<file path="config.mk">
export PLATFORM = sky130hd
export DESIGN_NAME = ex_flu_top
export DESIGN_NICKNAME = d
export VERILOG_FILES = /design/src/hdl/ex_op_pkg.sv /design/src/hdl/ex_data_pkg.sv /design/src/hdl/ex_alu.sv /design/src/hdl/ex_branch_unit.sv /design/src/hdl/ex_csr_buffer.sv /design/src/hdl/ex_mult.sv /design/src/hdl/ex_flu_top.sv
export VERILOG_INCLUDE_DIRS = /design/src /design/src/hdl
export SDC_FILE = /design/constraint.sdc
export NUM_CORES = 2
export LEC_CHECK = 0
export BUFFER_PORTS_ARGS = -buffer_cell sky130_fd_sc_hd__clkbuf_2
export CAP_MARGIN = 10
export CORE_MARGIN = 1.5
export CORE_UTILIZATION = 42
export CTS_BUF_LIST = sky130_fd_sc_hd__clkbuf_16
export DETAILED_ROUTE_END_ITERATION = 8
export SKIP_CTS_REPAIR_TIMING = 1
export SLEW_MARGIN = 20
export SYNTH_ARGS = -nofsm -noshare
export SYNTH_HDL_FRONTEND = slang
export SYNTH_SLANG_ARGS = --single-unit
</file>
<file path="constraint.sdc">
create_clock -name clk_i -period 7.6 [get_ports clk_i]
set_input_delay 0 -clock clk_i [delete_from_list [all_inputs] [get_ports clk_i]]
set_output_delay 0 -clock clk_i [all_outputs]
set_load 0.01 [all_outputs]
</file>
<file path="src/hdl/ex_defines.svh">
`ifndef EX_DEFINES_SVH
`define EX_DEFINES_SVH

// Data path width
`define EX_XLEN 32

// Scoreboard tag width
`define EX_TRANS_ID_W 3

// CSR address field
`define EX_CSR_ADDR_W 12

// Next-PC step for normal and compressed encodings
`define EX_LINK_INC 4
`define EX_LINK_INC_C 2

`endif

</file>
<file path="src/hdl/ex_op_pkg.sv">
package ex_op_pkg;

    // Operators of the fixed-latency units
    typedef enum logic [4:0] {
        ADD, SUB, AND, OR, XOR,
        SLL, SRL, SRA,
        SLT, SLTU,
        EQ, NE, LTS, GES, LTU, GEU,
        JALR,
        CSR_RW,
        MUL, MULH, MULHU, MULHSU
    } fu_op_e;

    // Unit that owns an operator
    typedef enum logic [2:0] {
        CLS_ALU,
        CLS_BRANCH,
        CLS_CSR,
        CLS_MULT,
        CLS_INVALID
    } op_class_e;

    // Signedness of operand a then operand b
    typedef enum logic [1:0] {
        SGN_UU,
        SGN_SU,
        SGN_SS
    } op_sign_e;

    function automatic op_class_e op_class(fu_op_e op);
        op_class_e cls;
        case (op)
            ADD, SUB, AND, OR, XOR, SLL, SRL, SRA, SLT, SLTU: cls = CLS_ALU;
            EQ, NE, LTS, GES, LTU, GEU, JALR:                  cls = CLS_BRANCH;
            CSR_RW:                                           cls = CLS_CSR;
            MUL, MULH, MULHU, MULHSU:                         cls = CLS_MULT;
            default:                                          cls = CLS_INVALID;
        endcase
        return cls;
    endfunction

    function automatic op_sign_e op_sign(fu_op_e op);
        op_sign_e sgn;
        case (op)
            SLT, LTS, GES, MUL, MULH: sgn = SGN_SS;
            MULHSU:                   sgn = SGN_SU;
            default:                  sgn = SGN_UU;
        endcase
        return sgn;
    endfunction

endpackage

</file>
<file path="src/hdl/ex_data_pkg.sv">
`include "ex_defines.svh"

package ex_data_pkg;

    // Upper bits above the CSR address in the immediate word
    localparam int unsigned CSR_PAD_W = `EX_XLEN - `EX_CSR_ADDR_W;

    // Width of PC, targets and link address on the resolve port
    localparam int unsigned RESOLVE_TARGET_W = `EX_XLEN;

    // --------------------------------------------------
    // Immediate word decoded per unit
    // --------------------------------------------------
    // Branches and jalr read a sign-extended offset
    // CSR ops read the address in the low bits
    typedef union packed {
        logic signed [`EX_XLEN-1:0] offset;
        struct packed {
            logic [CSR_PAD_W-1:0]      pad;
            logic [`EX_CSR_ADDR_W-1:0] addr;
        } csr;
    } imm_word_u;

endpackage

</file>
<file path="src/hdl/ex_alu.sv">
`timescale 1ns/10ps
`include "ex_defines.svh"

module ex_alu (
    input  logic                clk_i,
    input  logic                rst_ni,
    input  ex_op_pkg::fu_op_e   operator_i,
    input  logic [`EX_XLEN-1:0] operand_a_i,
    input  logic [`EX_XLEN-1:0] operand_b_i,
    output logic [`EX_XLEN-1:0] result_o,
    output logic                branch_cmp_o
);
    import ex_op_pkg::*;

    localparam int unsigned SHAMT_W = $clog2(`EX_XLEN);

    logic               cmp_signed;
    logic [`EX_XLEN:0]  cmp_diff;
    logic               less;
    logic               equal;
    logic [SHAMT_W-1:0] shamt;

    // --------------------------------------------------
    // Shared comparator
    // --------------------------------------------------
    // One extra bit so the sign of the difference is the less-than flag
    assign cmp_signed = (op_sign(operator_i) == SGN_SS);
    assign cmp_diff   = {cmp_signed & operand_a_i[`EX_XLEN-1], operand_a_i}
                      - {cmp_signed & operand_b_i[`EX_XLEN-1], operand_b_i};
    assign less       = cmp_diff[`EX_XLEN];
    assign equal      = (operand_a_i == operand_b_i);

    // Only low bits of b count as shift amount
    assign shamt = operand_b_i[SHAMT_W-1:0];

    // --------------------------------------------------
    // Result select
    // --------------------------------------------------
    always_comb begin
        result_o = '0;
        case (operator_i)
            ADD:       result_o = operand_a_i + operand_b_i;
            SUB:       result_o = operand_a_i - operand_b_i;
            AND:       result_o = operand_a_i & operand_b_i;
            OR:        result_o = operand_a_i | operand_b_i;
            XOR:       result_o = operand_a_i ^ operand_b_i;
            SLL:       result_o = operand_a_i << shamt;
            SRL:       result_o = operand_a_i >> shamt;
            // Arithmetic shift keeps the sign
            SRA:       result_o = $unsigned($signed(operand_a_i) >>> shamt);
            SLT, SLTU: result_o = {{(`EX_XLEN-1){1'b0}}, less};
            default:   result_o = '0;
        endcase
    end

    // Branch condition for the branch unit
    always_comb begin
        branch_cmp_o = 1'b0;
        case (operator_i)
            EQ:       branch_cmp_o = equal;
            NE:       branch_cmp_o = ~equal;
            LTS, LTU: branch_cmp_o = less;
            GES, GEU: branch_cmp_o = ~less;
            default:  branch_cmp_o = 1'b0;
        endcase
    end

    // Issuer never presents an undefined encoding
    a_op_defined: assert property (@(posedge clk_i) disable iff (!rst_ni)
        op_class(operator_i) != CLS_INVALID);

endmodule

</file>
<file path="src/hdl/ex_branch_unit.sv">
`timescale 1ns/10ps
`include "ex_defines.svh"

module ex_branch_unit (
    input  ex_op_pkg::fu_op_e                        operator_i,
    input  logic [ex_data_pkg::RESOLVE_TARGET_W-1:0] pc_i,
    input  logic                                     is_compressed_i,
    input  logic [`EX_XLEN-1:0]                      operand_a_i,
    input  ex_data_pkg::imm_word_u                   imm_i,
    input  logic                                     branch_valid_i,
    input  logic                                     branch_cmp_i,
    input  logic                                     predict_taken_i,
    input  logic [ex_data_pkg::RESOLVE_TARGET_W-1:0] predict_target_i,
    output logic [ex_data_pkg::RESOLVE_TARGET_W-1:0] link_o,
    output logic                                     resolve_valid_o,
    output logic                                     resolve_taken_o,
    output logic [ex_data_pkg::RESOLVE_TARGET_W-1:0] resolve_target_o,
    output logic                                     resolve_mispredict_o
);
    import ex_op_pkg::*;
    import ex_data_pkg::*;

    logic                        is_jalr;
    logic                        taken;
    logic [RESOLVE_TARGET_W-1:0] target_base;
    logic [RESOLVE_TARGET_W-1:0] target_sum;
    logic [RESOLVE_TARGET_W-1:0] jump_target;

    assign is_jalr = (operator_i == JALR);

    // Return address step depends on encoding size
    assign link_o = pc_i + (is_compressed_i ? RESOLVE_TARGET_W'(`EX_LINK_INC_C)
                                            : RESOLVE_TARGET_W'(`EX_LINK_INC));

    // --------------------------------------------------
    // Target computation
    // --------------------------------------------------
    // jalr is register relative, branches are PC relative
    assign target_base = is_jalr ? operand_a_i : pc_i;
    assign target_sum  = target_base + imm_i.offset;
    // Bit 0 dropped for jalr only
    assign jump_target = is_jalr ? {target_sum[RESOLVE_TARGET_W-1:1], 1'b0} : target_sum;

    assign taken = is_jalr | branch_cmp_i;

    assign resolve_valid_o  = branch_valid_i;
    assign resolve_taken_o  = branch_valid_i & taken;
    // Not taken falls through to the next instruction
    assign resolve_target_o = taken ? jump_target : link_o;

    // Direction wrong, or both taken but to different places
    assign resolve_mispredict_o = branch_valid_i
                                & ((predict_taken_i != taken)
                                 | (taken & (predict_target_i != jump_target)));

endmodule

</file>
<file path="src/hdl/ex_csr_buffer.sv">
`timescale 1ns/10ps
`include "ex_defines.svh"

module ex_csr_buffer (
    input  logic                      clk_i,
    input  logic                      rst_ni,
    input  logic                      flush_i,
    input  logic                      csr_valid_i,
    input  ex_data_pkg::imm_word_u    imm_i,
    input  logic [`EX_XLEN-1:0]       operand_a_i,
    input  logic                      csr_commit_i,
    output logic                      csr_ready_o,
    output logic [`EX_XLEN-1:0]       csr_result_o,
    output logic [`EX_CSR_ADDR_W-1:0] csr_addr_o
);

    logic                      full_q;
    logic                      full_d;
    logic [`EX_CSR_ADDR_W-1:0] addr_q;

    // Write-back value is rs1 itself, CSR read happens at commit
    assign csr_result_o = operand_a_i;
    assign csr_addr_o   = addr_q;

    // Free slot, or the held entry retires this cycle
    assign csr_ready_o = ~full_q | csr_commit_i;

    // Commit frees, new issue refills, flush wins over both
    always_comb begin
        full_d = full_q;
        if (csr_commit_i) begin
            full_d = 1'b0;
        end
        if (csr_valid_i) begin
            full_d = 1'b1;
        end
        if (flush_i) begin
            full_d = 1'b0;
        end
    end

    always_ff @(posedge clk_i or negedge rst_ni) begin
        if (!rst_ni) begin
            full_q <= 1'b0;
        end else begin
            full_q <= full_d;
        end
    end

    always_ff @(posedge clk_i) begin
        if (csr_valid_i) begin
            addr_q <= imm_i.csr.addr;
        end
    end

    // Issue only into a free or retiring slot
    a_no_overfill: assert property (@(posedge clk_i) disable iff (!rst_ni)
        csr_valid_i |-> (!full_q || csr_commit_i));

endmodule

</file>
<file path="src/hdl/ex_mult.sv">
`timescale 1ns/10ps
`include "ex_defines.svh"

module ex_mult (
    input  logic                      clk_i,
    input  logic                      rst_ni,
    input  logic                      flush_i,
    input  logic                      mult_valid_i,
    input  ex_op_pkg::fu_op_e         operator_i,
    input  logic [`EX_XLEN-1:0]       operand_a_i,
    input  logic [`EX_XLEN-1:0]       operand_b_i,
    input  logic [`EX_TRANS_ID_W-1:0] trans_id_i,
    output logic                      mult_valid_o,
    output logic [`EX_XLEN-1:0]       mult_result_o,
    output logic [`EX_TRANS_ID_W-1:0] mult_trans_id_o
);
    import ex_op_pkg::*;

    logic                      a_signed;
    logic                      b_signed;
    logic [2*`EX_XLEN+1:0]     product;
    logic [`EX_XLEN-1:0]       result_d;
    logic                      valid_q;
    logic [`EX_XLEN-1:0]       result_q;
    logic [`EX_TRANS_ID_W-1:0] trans_id_q;

    // --------------------------------------------------
    // Product with one sign-extension bit per operand
    // --------------------------------------------------
    assign a_signed = (op_sign(operator_i) != SGN_UU);
    assign b_signed = (op_sign(operator_i) == SGN_SS);
    assign product  = $signed({a_signed & operand_a_i[`EX_XLEN-1], operand_a_i})
                    * $signed({b_signed & operand_b_i[`EX_XLEN-1], operand_b_i});

    // mul keeps low word, the mulh family the high word
    assign result_d = (operator_i == MUL) ? product[`EX_XLEN-1:0]
                                          : product[2*`EX_XLEN-1:`EX_XLEN];

    // Dropped on flush in the issue cycle
    always_ff @(posedge clk_i or negedge rst_ni) begin
        if (!rst_ni) begin
            valid_q <= 1'b0;
        end else begin
            valid_q <= mult_valid_i & ~flush_i;
        end
    end

    always_ff @(posedge clk_i) begin
        result_q   <= result_d;
        trans_id_q <= trans_id_i;
    end

    // Flush during write-back also kills the result
    assign mult_valid_o    = valid_q & ~flush_i;
    assign mult_result_o   = result_q;
    assign mult_trans_id_o = trans_id_q;

endmodule

</file>
<file path="src/hdl/ex_flu_top.sv">
`timescale 1ns/10ps
`include "ex_defines.svh"

module ex_flu_top (
    input  logic                                     clk_i,
    input  logic                                     rst_ni,
    input  logic                                     flush_i,
    input  ex_op_pkg::fu_op_e                        operator_i,
    input  logic [`EX_XLEN-1:0]                      operand_a_i,
    input  logic [`EX_XLEN-1:0]                      operand_b_i,
    input  ex_data_pkg::imm_word_u                   imm_i,
    input  logic [`EX_TRANS_ID_W-1:0]                trans_id_i,
    input  logic [ex_data_pkg::RESOLVE_TARGET_W-1:0] pc_i,
    input  logic                                     is_compressed_i,
    input  logic                                     alu_valid_i,
    input  logic                                     branch_valid_i,
    input  logic                                     csr_valid_i,
    input  logic                                     mult_valid_i,
    input  logic                                     predict_taken_i,
    input  logic [ex_data_pkg::RESOLVE_TARGET_W-1:0] predict_target_i,
    input  logic                                     csr_commit_i,
    output logic                                     flu_valid_o,
    output logic                                     flu_ready_o,
    output logic [`EX_XLEN-1:0]                      flu_result_o,
    output logic [`EX_TRANS_ID_W-1:0]                flu_trans_id_o,
    output logic [`EX_CSR_ADDR_W-1:0]                csr_addr_o,
    output logic                                     resolve_valid_o,
    output logic                                     resolve_taken_o,
    output logic [ex_data_pkg::RESOLVE_TARGET_W-1:0] resolve_target_o,
    output logic                                     resolve_mispredict_o
);
    import ex_op_pkg::*;

    logic [`EX_XLEN-1:0]       alu_a, alu_b, alu_result;
    logic                      alu_branch_cmp;
    logic [`EX_XLEN-1:0]       branch_link;
    logic [`EX_XLEN-1:0]       csr_result;
    logic                      csr_ready;
    logic [`EX_XLEN-1:0]       mult_a, mult_b, mult_result;
    logic [`EX_TRANS_ID_W-1:0] mult_tid_in, mult_trans_id;
    logic                      mult_valid;

    // --------------------------------------------------
    // Idle units see zeroed operands
    // --------------------------------------------------
    // Branch compare runs on the ALU comparator
    assign alu_a       = (alu_valid_i | branch_valid_i) ? operand_a_i : '0;
    assign alu_b       = (alu_valid_i | branch_valid_i) ? operand_b_i : '0;
    assign mult_a      = mult_valid_i ? operand_a_i : '0;
    assign mult_b      = mult_valid_i ? operand_b_i : '0;
    assign mult_tid_in = mult_valid_i ? trans_id_i : '0;

    ex_alu u_alu (
        .clk_i, .rst_ni, .operator_i,
        .operand_a_i(alu_a), .operand_b_i(alu_b),
        .result_o(alu_result), .branch_cmp_o(alu_branch_cmp));

    ex_branch_unit u_branch (
        .operator_i, .pc_i, .is_compressed_i, .operand_a_i, .imm_i, .branch_valid_i,
        .branch_cmp_i(alu_branch_cmp), .predict_taken_i, .predict_target_i,
        .link_o(branch_link), .resolve_valid_o, .resolve_taken_o,
        .resolve_target_o, .resolve_mispredict_o);

    ex_csr_buffer u_csr (
        .clk_i, .rst_ni, .flush_i, .csr_valid_i, .imm_i, .operand_a_i, .csr_commit_i,
        .csr_ready_o(csr_ready), .csr_result_o(csr_result), .csr_addr_o);

    ex_mult u_mult (
        .clk_i, .rst_ni, .flush_i, .mult_valid_i, .operator_i,
        .operand_a_i(mult_a), .operand_b_i(mult_b), .trans_id_i(mult_tid_in),
        .mult_valid_o(mult_valid), .mult_result_o(mult_result),
        .mult_trans_id_o(mult_trans_id));

    // --------------------------------------------------
    // Write-back merge
    // --------------------------------------------------
    assign flu_valid_o = alu_valid_i | branch_valid_i | csr_valid_i | mult_valid;
    assign flu_ready_o = csr_ready;

    // Branch link is the fallback result
    always_comb begin
        flu_result_o   = branch_link;
        flu_trans_id_o = trans_id_i;
        if (alu_valid_i) begin
            flu_result_o = alu_result;
        end else if (csr_valid_i) begin
            flu_result_o = csr_result;
        end else if (mult_valid) begin
            flu_result_o   = mult_result;
            flu_trans_id_o = mult_trans_id;
        end
    end

    // Slot after a mult issue is reserved for its write-back
    a_no_collision: assert property (@(posedge clk_i) disable iff (!rst_ni)
        mult_valid_i |=> !(alu_valid_i || branch_valid_i || csr_valid_i));

    // One select at a time, and it matches the operator's unit
    a_select_class: assert property (@(posedge clk_i) disable iff (!rst_ni)
        $onehot0({alu_valid_i, branch_valid_i, csr_valid_i, mult_valid_i})
        && (!alu_valid_i    || op_class(operator_i) == CLS_ALU)
        && (!branch_valid_i || op_class(operator_i) == CLS_BRANCH)
        && (!csr_valid_i    || op_class(operator_i) == CLS_CSR)
        && (!mult_valid_i   || op_class(operator_i) == CLS_MULT));

endmodule

</file>
==> results.yml <==
worst_setup_path:
  critPathTopFamily: "adder cells"
  max_stage_delay_ps: 620
  crit_path_end_kind: "flop"
  cpMostUsedCell: "fa_1"
  path_class: "input port to flop"
  cp_slowest_cell: "fa_2"
  required_ps: 7780
  crit_fanout: 7
  path_buf_inv: 11
  cp-start-kind: "input port"
  arrival_ps: 7630
synth:
  synth.most_common_cell: "inv_1"
  yosys-top-cells-count: "inv_1, fa_1, nand2_1"
  yosysTopAreaCell: "fa_1"
  syn_area_per_cell_um2: 8.03
  yosysWarnings: 0
  synth_cell_types: 101
  ys_async_sr_fraction_pct: 4.08
  syn_nets: 8290
  ys_ff_latch: 49
  synth_ff_type: "dfxtp_1"
  synth-edff-count: 12
  ys_seq_area_share_pct: 2.08
  synthCells: 6641
  yosysTopAreaCellShare_pct: 42.4
  syn_area_um2: 53400
  synthTopCellsByArea: "fa_1, inv_1, ha_1, nand2_1, and3_1"
job:
  maxCapViolCount: 0
timing:
  worstMarginPinSlew_ps: 1180
  finalMaxSlewViolations: 0
  clock_skew_ps: 0
  period_needed_ps: 7450
  rsz0062_at_grt: "true"
  fmax_mhz: 134
  hold_viol_final: 0
  relSlewSlack_pct: 20.6
  fin_crit_sh_pct: 98.0
  setup_violations: 0
detailed_routing:
  drcViolationCount: 0
  drtPass1Iterations: 6
  wl_um: 232000
  detail_route.wl_per_cell_um: 26.5
  drtAntennaViolNets: 0
  drt-initial-drc-count: 5110
  num_vias: 50864
  via_per_inst: 5.80
placement:
  gp_congestion: 1.07
  port_buffers: 261
  dpl-instance-area_um2: 60300
  dpl.hpwl_um: 196000
clock_network:
  clk_pin_slew_ps: 90
  clk_latency_ps: 330
  cts-root-buf: "clkbuf_16"
  ctsLongestPathBuffers: 2
  clkSinkCount: 49
  cts.htree.levels: 2
  cts-buffers-inserted: 5
  cts_tree: "done"
floorplanning:
  die_area_um2: 129000
  die_h_um: 359
  core.rowCount: 130
  ios: 262
  core_region_area_um2: 126000
  initial_utilization_pct: 42.4
  die_w_um: 359
grt:
  grt_pass1_vias: 51686
  antenna_found_initial: 14
  grt.overflow.total: 0
  grt_max_degree: 79
  track_usage_pct: 35.4
  grt_pass1_wl_um: 339000
final_layout:
  design_area_um2: 61600
  area.growth.synth_to_final_pct: 15.4
  layout-drive-gt1-share_pct: 16.2
  fillers: 12515
  num-nets-final: 8760
hold_path:
  worstHoldPathType: "input port to asynchronous set/reset pin"
status:
  status: "complete, no violations"
==> layout make-up <==
class | instances | area, um^2 | share of cell area (%)
repair inverters | 1 | 7.51 | 0.0122
diodes | 9 | 22.5 | 0.0366
well taps | 1650 | 2060 | 3.35
flip-flops and latches | 49 | 1110 | 1.80
clock buffers | 5 | 125 | 0.203
clock inverters | 3 | 28.8 | 0.0467
repair buffers | 933 | 7070 | 11.5
multi-input cells | 4878 | 46500 | 75.5
inverters | 1243 | 4680 | 7.59
==> kinds of logic (layout without fill, tap and decap cells) <==
group / after synthesis / count (layout) / share of synthesized area (%)
other: 0 / 9 / 0
AOI/OAI and AO/OA: 1037 / 1037 / 12.7
DFF: 49 / 49 / 2.08
muxes: 86 / 86 / 1.77
xor gates and xnor gates: 168 / 168 / 2.81
buffers and inverters: 1714 / 2185 / 12.1
adders and majority gates: 1471 / 1471 / 50.4
and+or+nand+nor: 2116 / 2116 / 18.1
==> cell usage in the layout (no fill, tap or decap), drive strengths merged, types with 66 or more instances in the layout <==
master,count
a211oi,67
fa,1129
inv,1243
and3,345
ha,342
nor2,285
o21ai,211
and2,66
clkbuf,261
nand2,1100
a21oi,310
buf,659
nand3,91
a21o,68
xnor2,93
xor2,73
==> layer usage <==
layer | track usage, % | up-vias | share of wire [%]
met2 | 56.4 | 2674 | 45
li1 | - | 21890 | -
met5 | 0 | - | 0.0095
met3 | 6.50 | 657 | 9.4
met1 | 44.5 | 25639 | 38
met4 | 22.2 | 4 | 8.1
==> flip-flops by register name (all words and copies together) (netlist names) <==
| register | cells |
|---|---|
| u_csr.csr_addr_o | 12 |
| u_mult.mult_result_o | 32 |
| u_mult.mult_trans_id_o | 3 |
| u_csr.full_q | 1 |
| u_mult.valid_q | 1 |
==> stage by stage <==
step                      instances  worst slack, ps  hold WS [ps]  util, %  TNS (ps)
after floorplan                6641            -4.81          -296        -     -4.81
after global placement         8707             -575          -204     47.9    -11620
after detailed placement       8707             -696          -200     47.9    -14260
after CTS                      8715             -371          -554     48.0     -5580
after global routing           8762             -143          13.4     48.9      -721
final                          8771              152          2.48     48.9         0
==> worst paths after layout <==
path / cells past startpoint / from / slack, ps / to
max: 32 / operator_i[4] / 150 / u_mult.mult_result_o[9]
min: 2 / rst_ni / 2 / u_csr.full_q
max reg2reg: 3 / u_csr.full_q / 6380 / u_csr.full_q
min reg2reg: 3 / u_csr.full_q / 1140 / u_csr.full_q
max in group asynchronous: 2 / rst_ni / 7480 / u_mult.valid_q
min in group clk_i: 3 / csr_commit_i / 330 / flu_ready_o
Power is left out: the tool's default activity adds up to more than one toggle a clock period on the data nets, which glitch-free logic cannot reach.
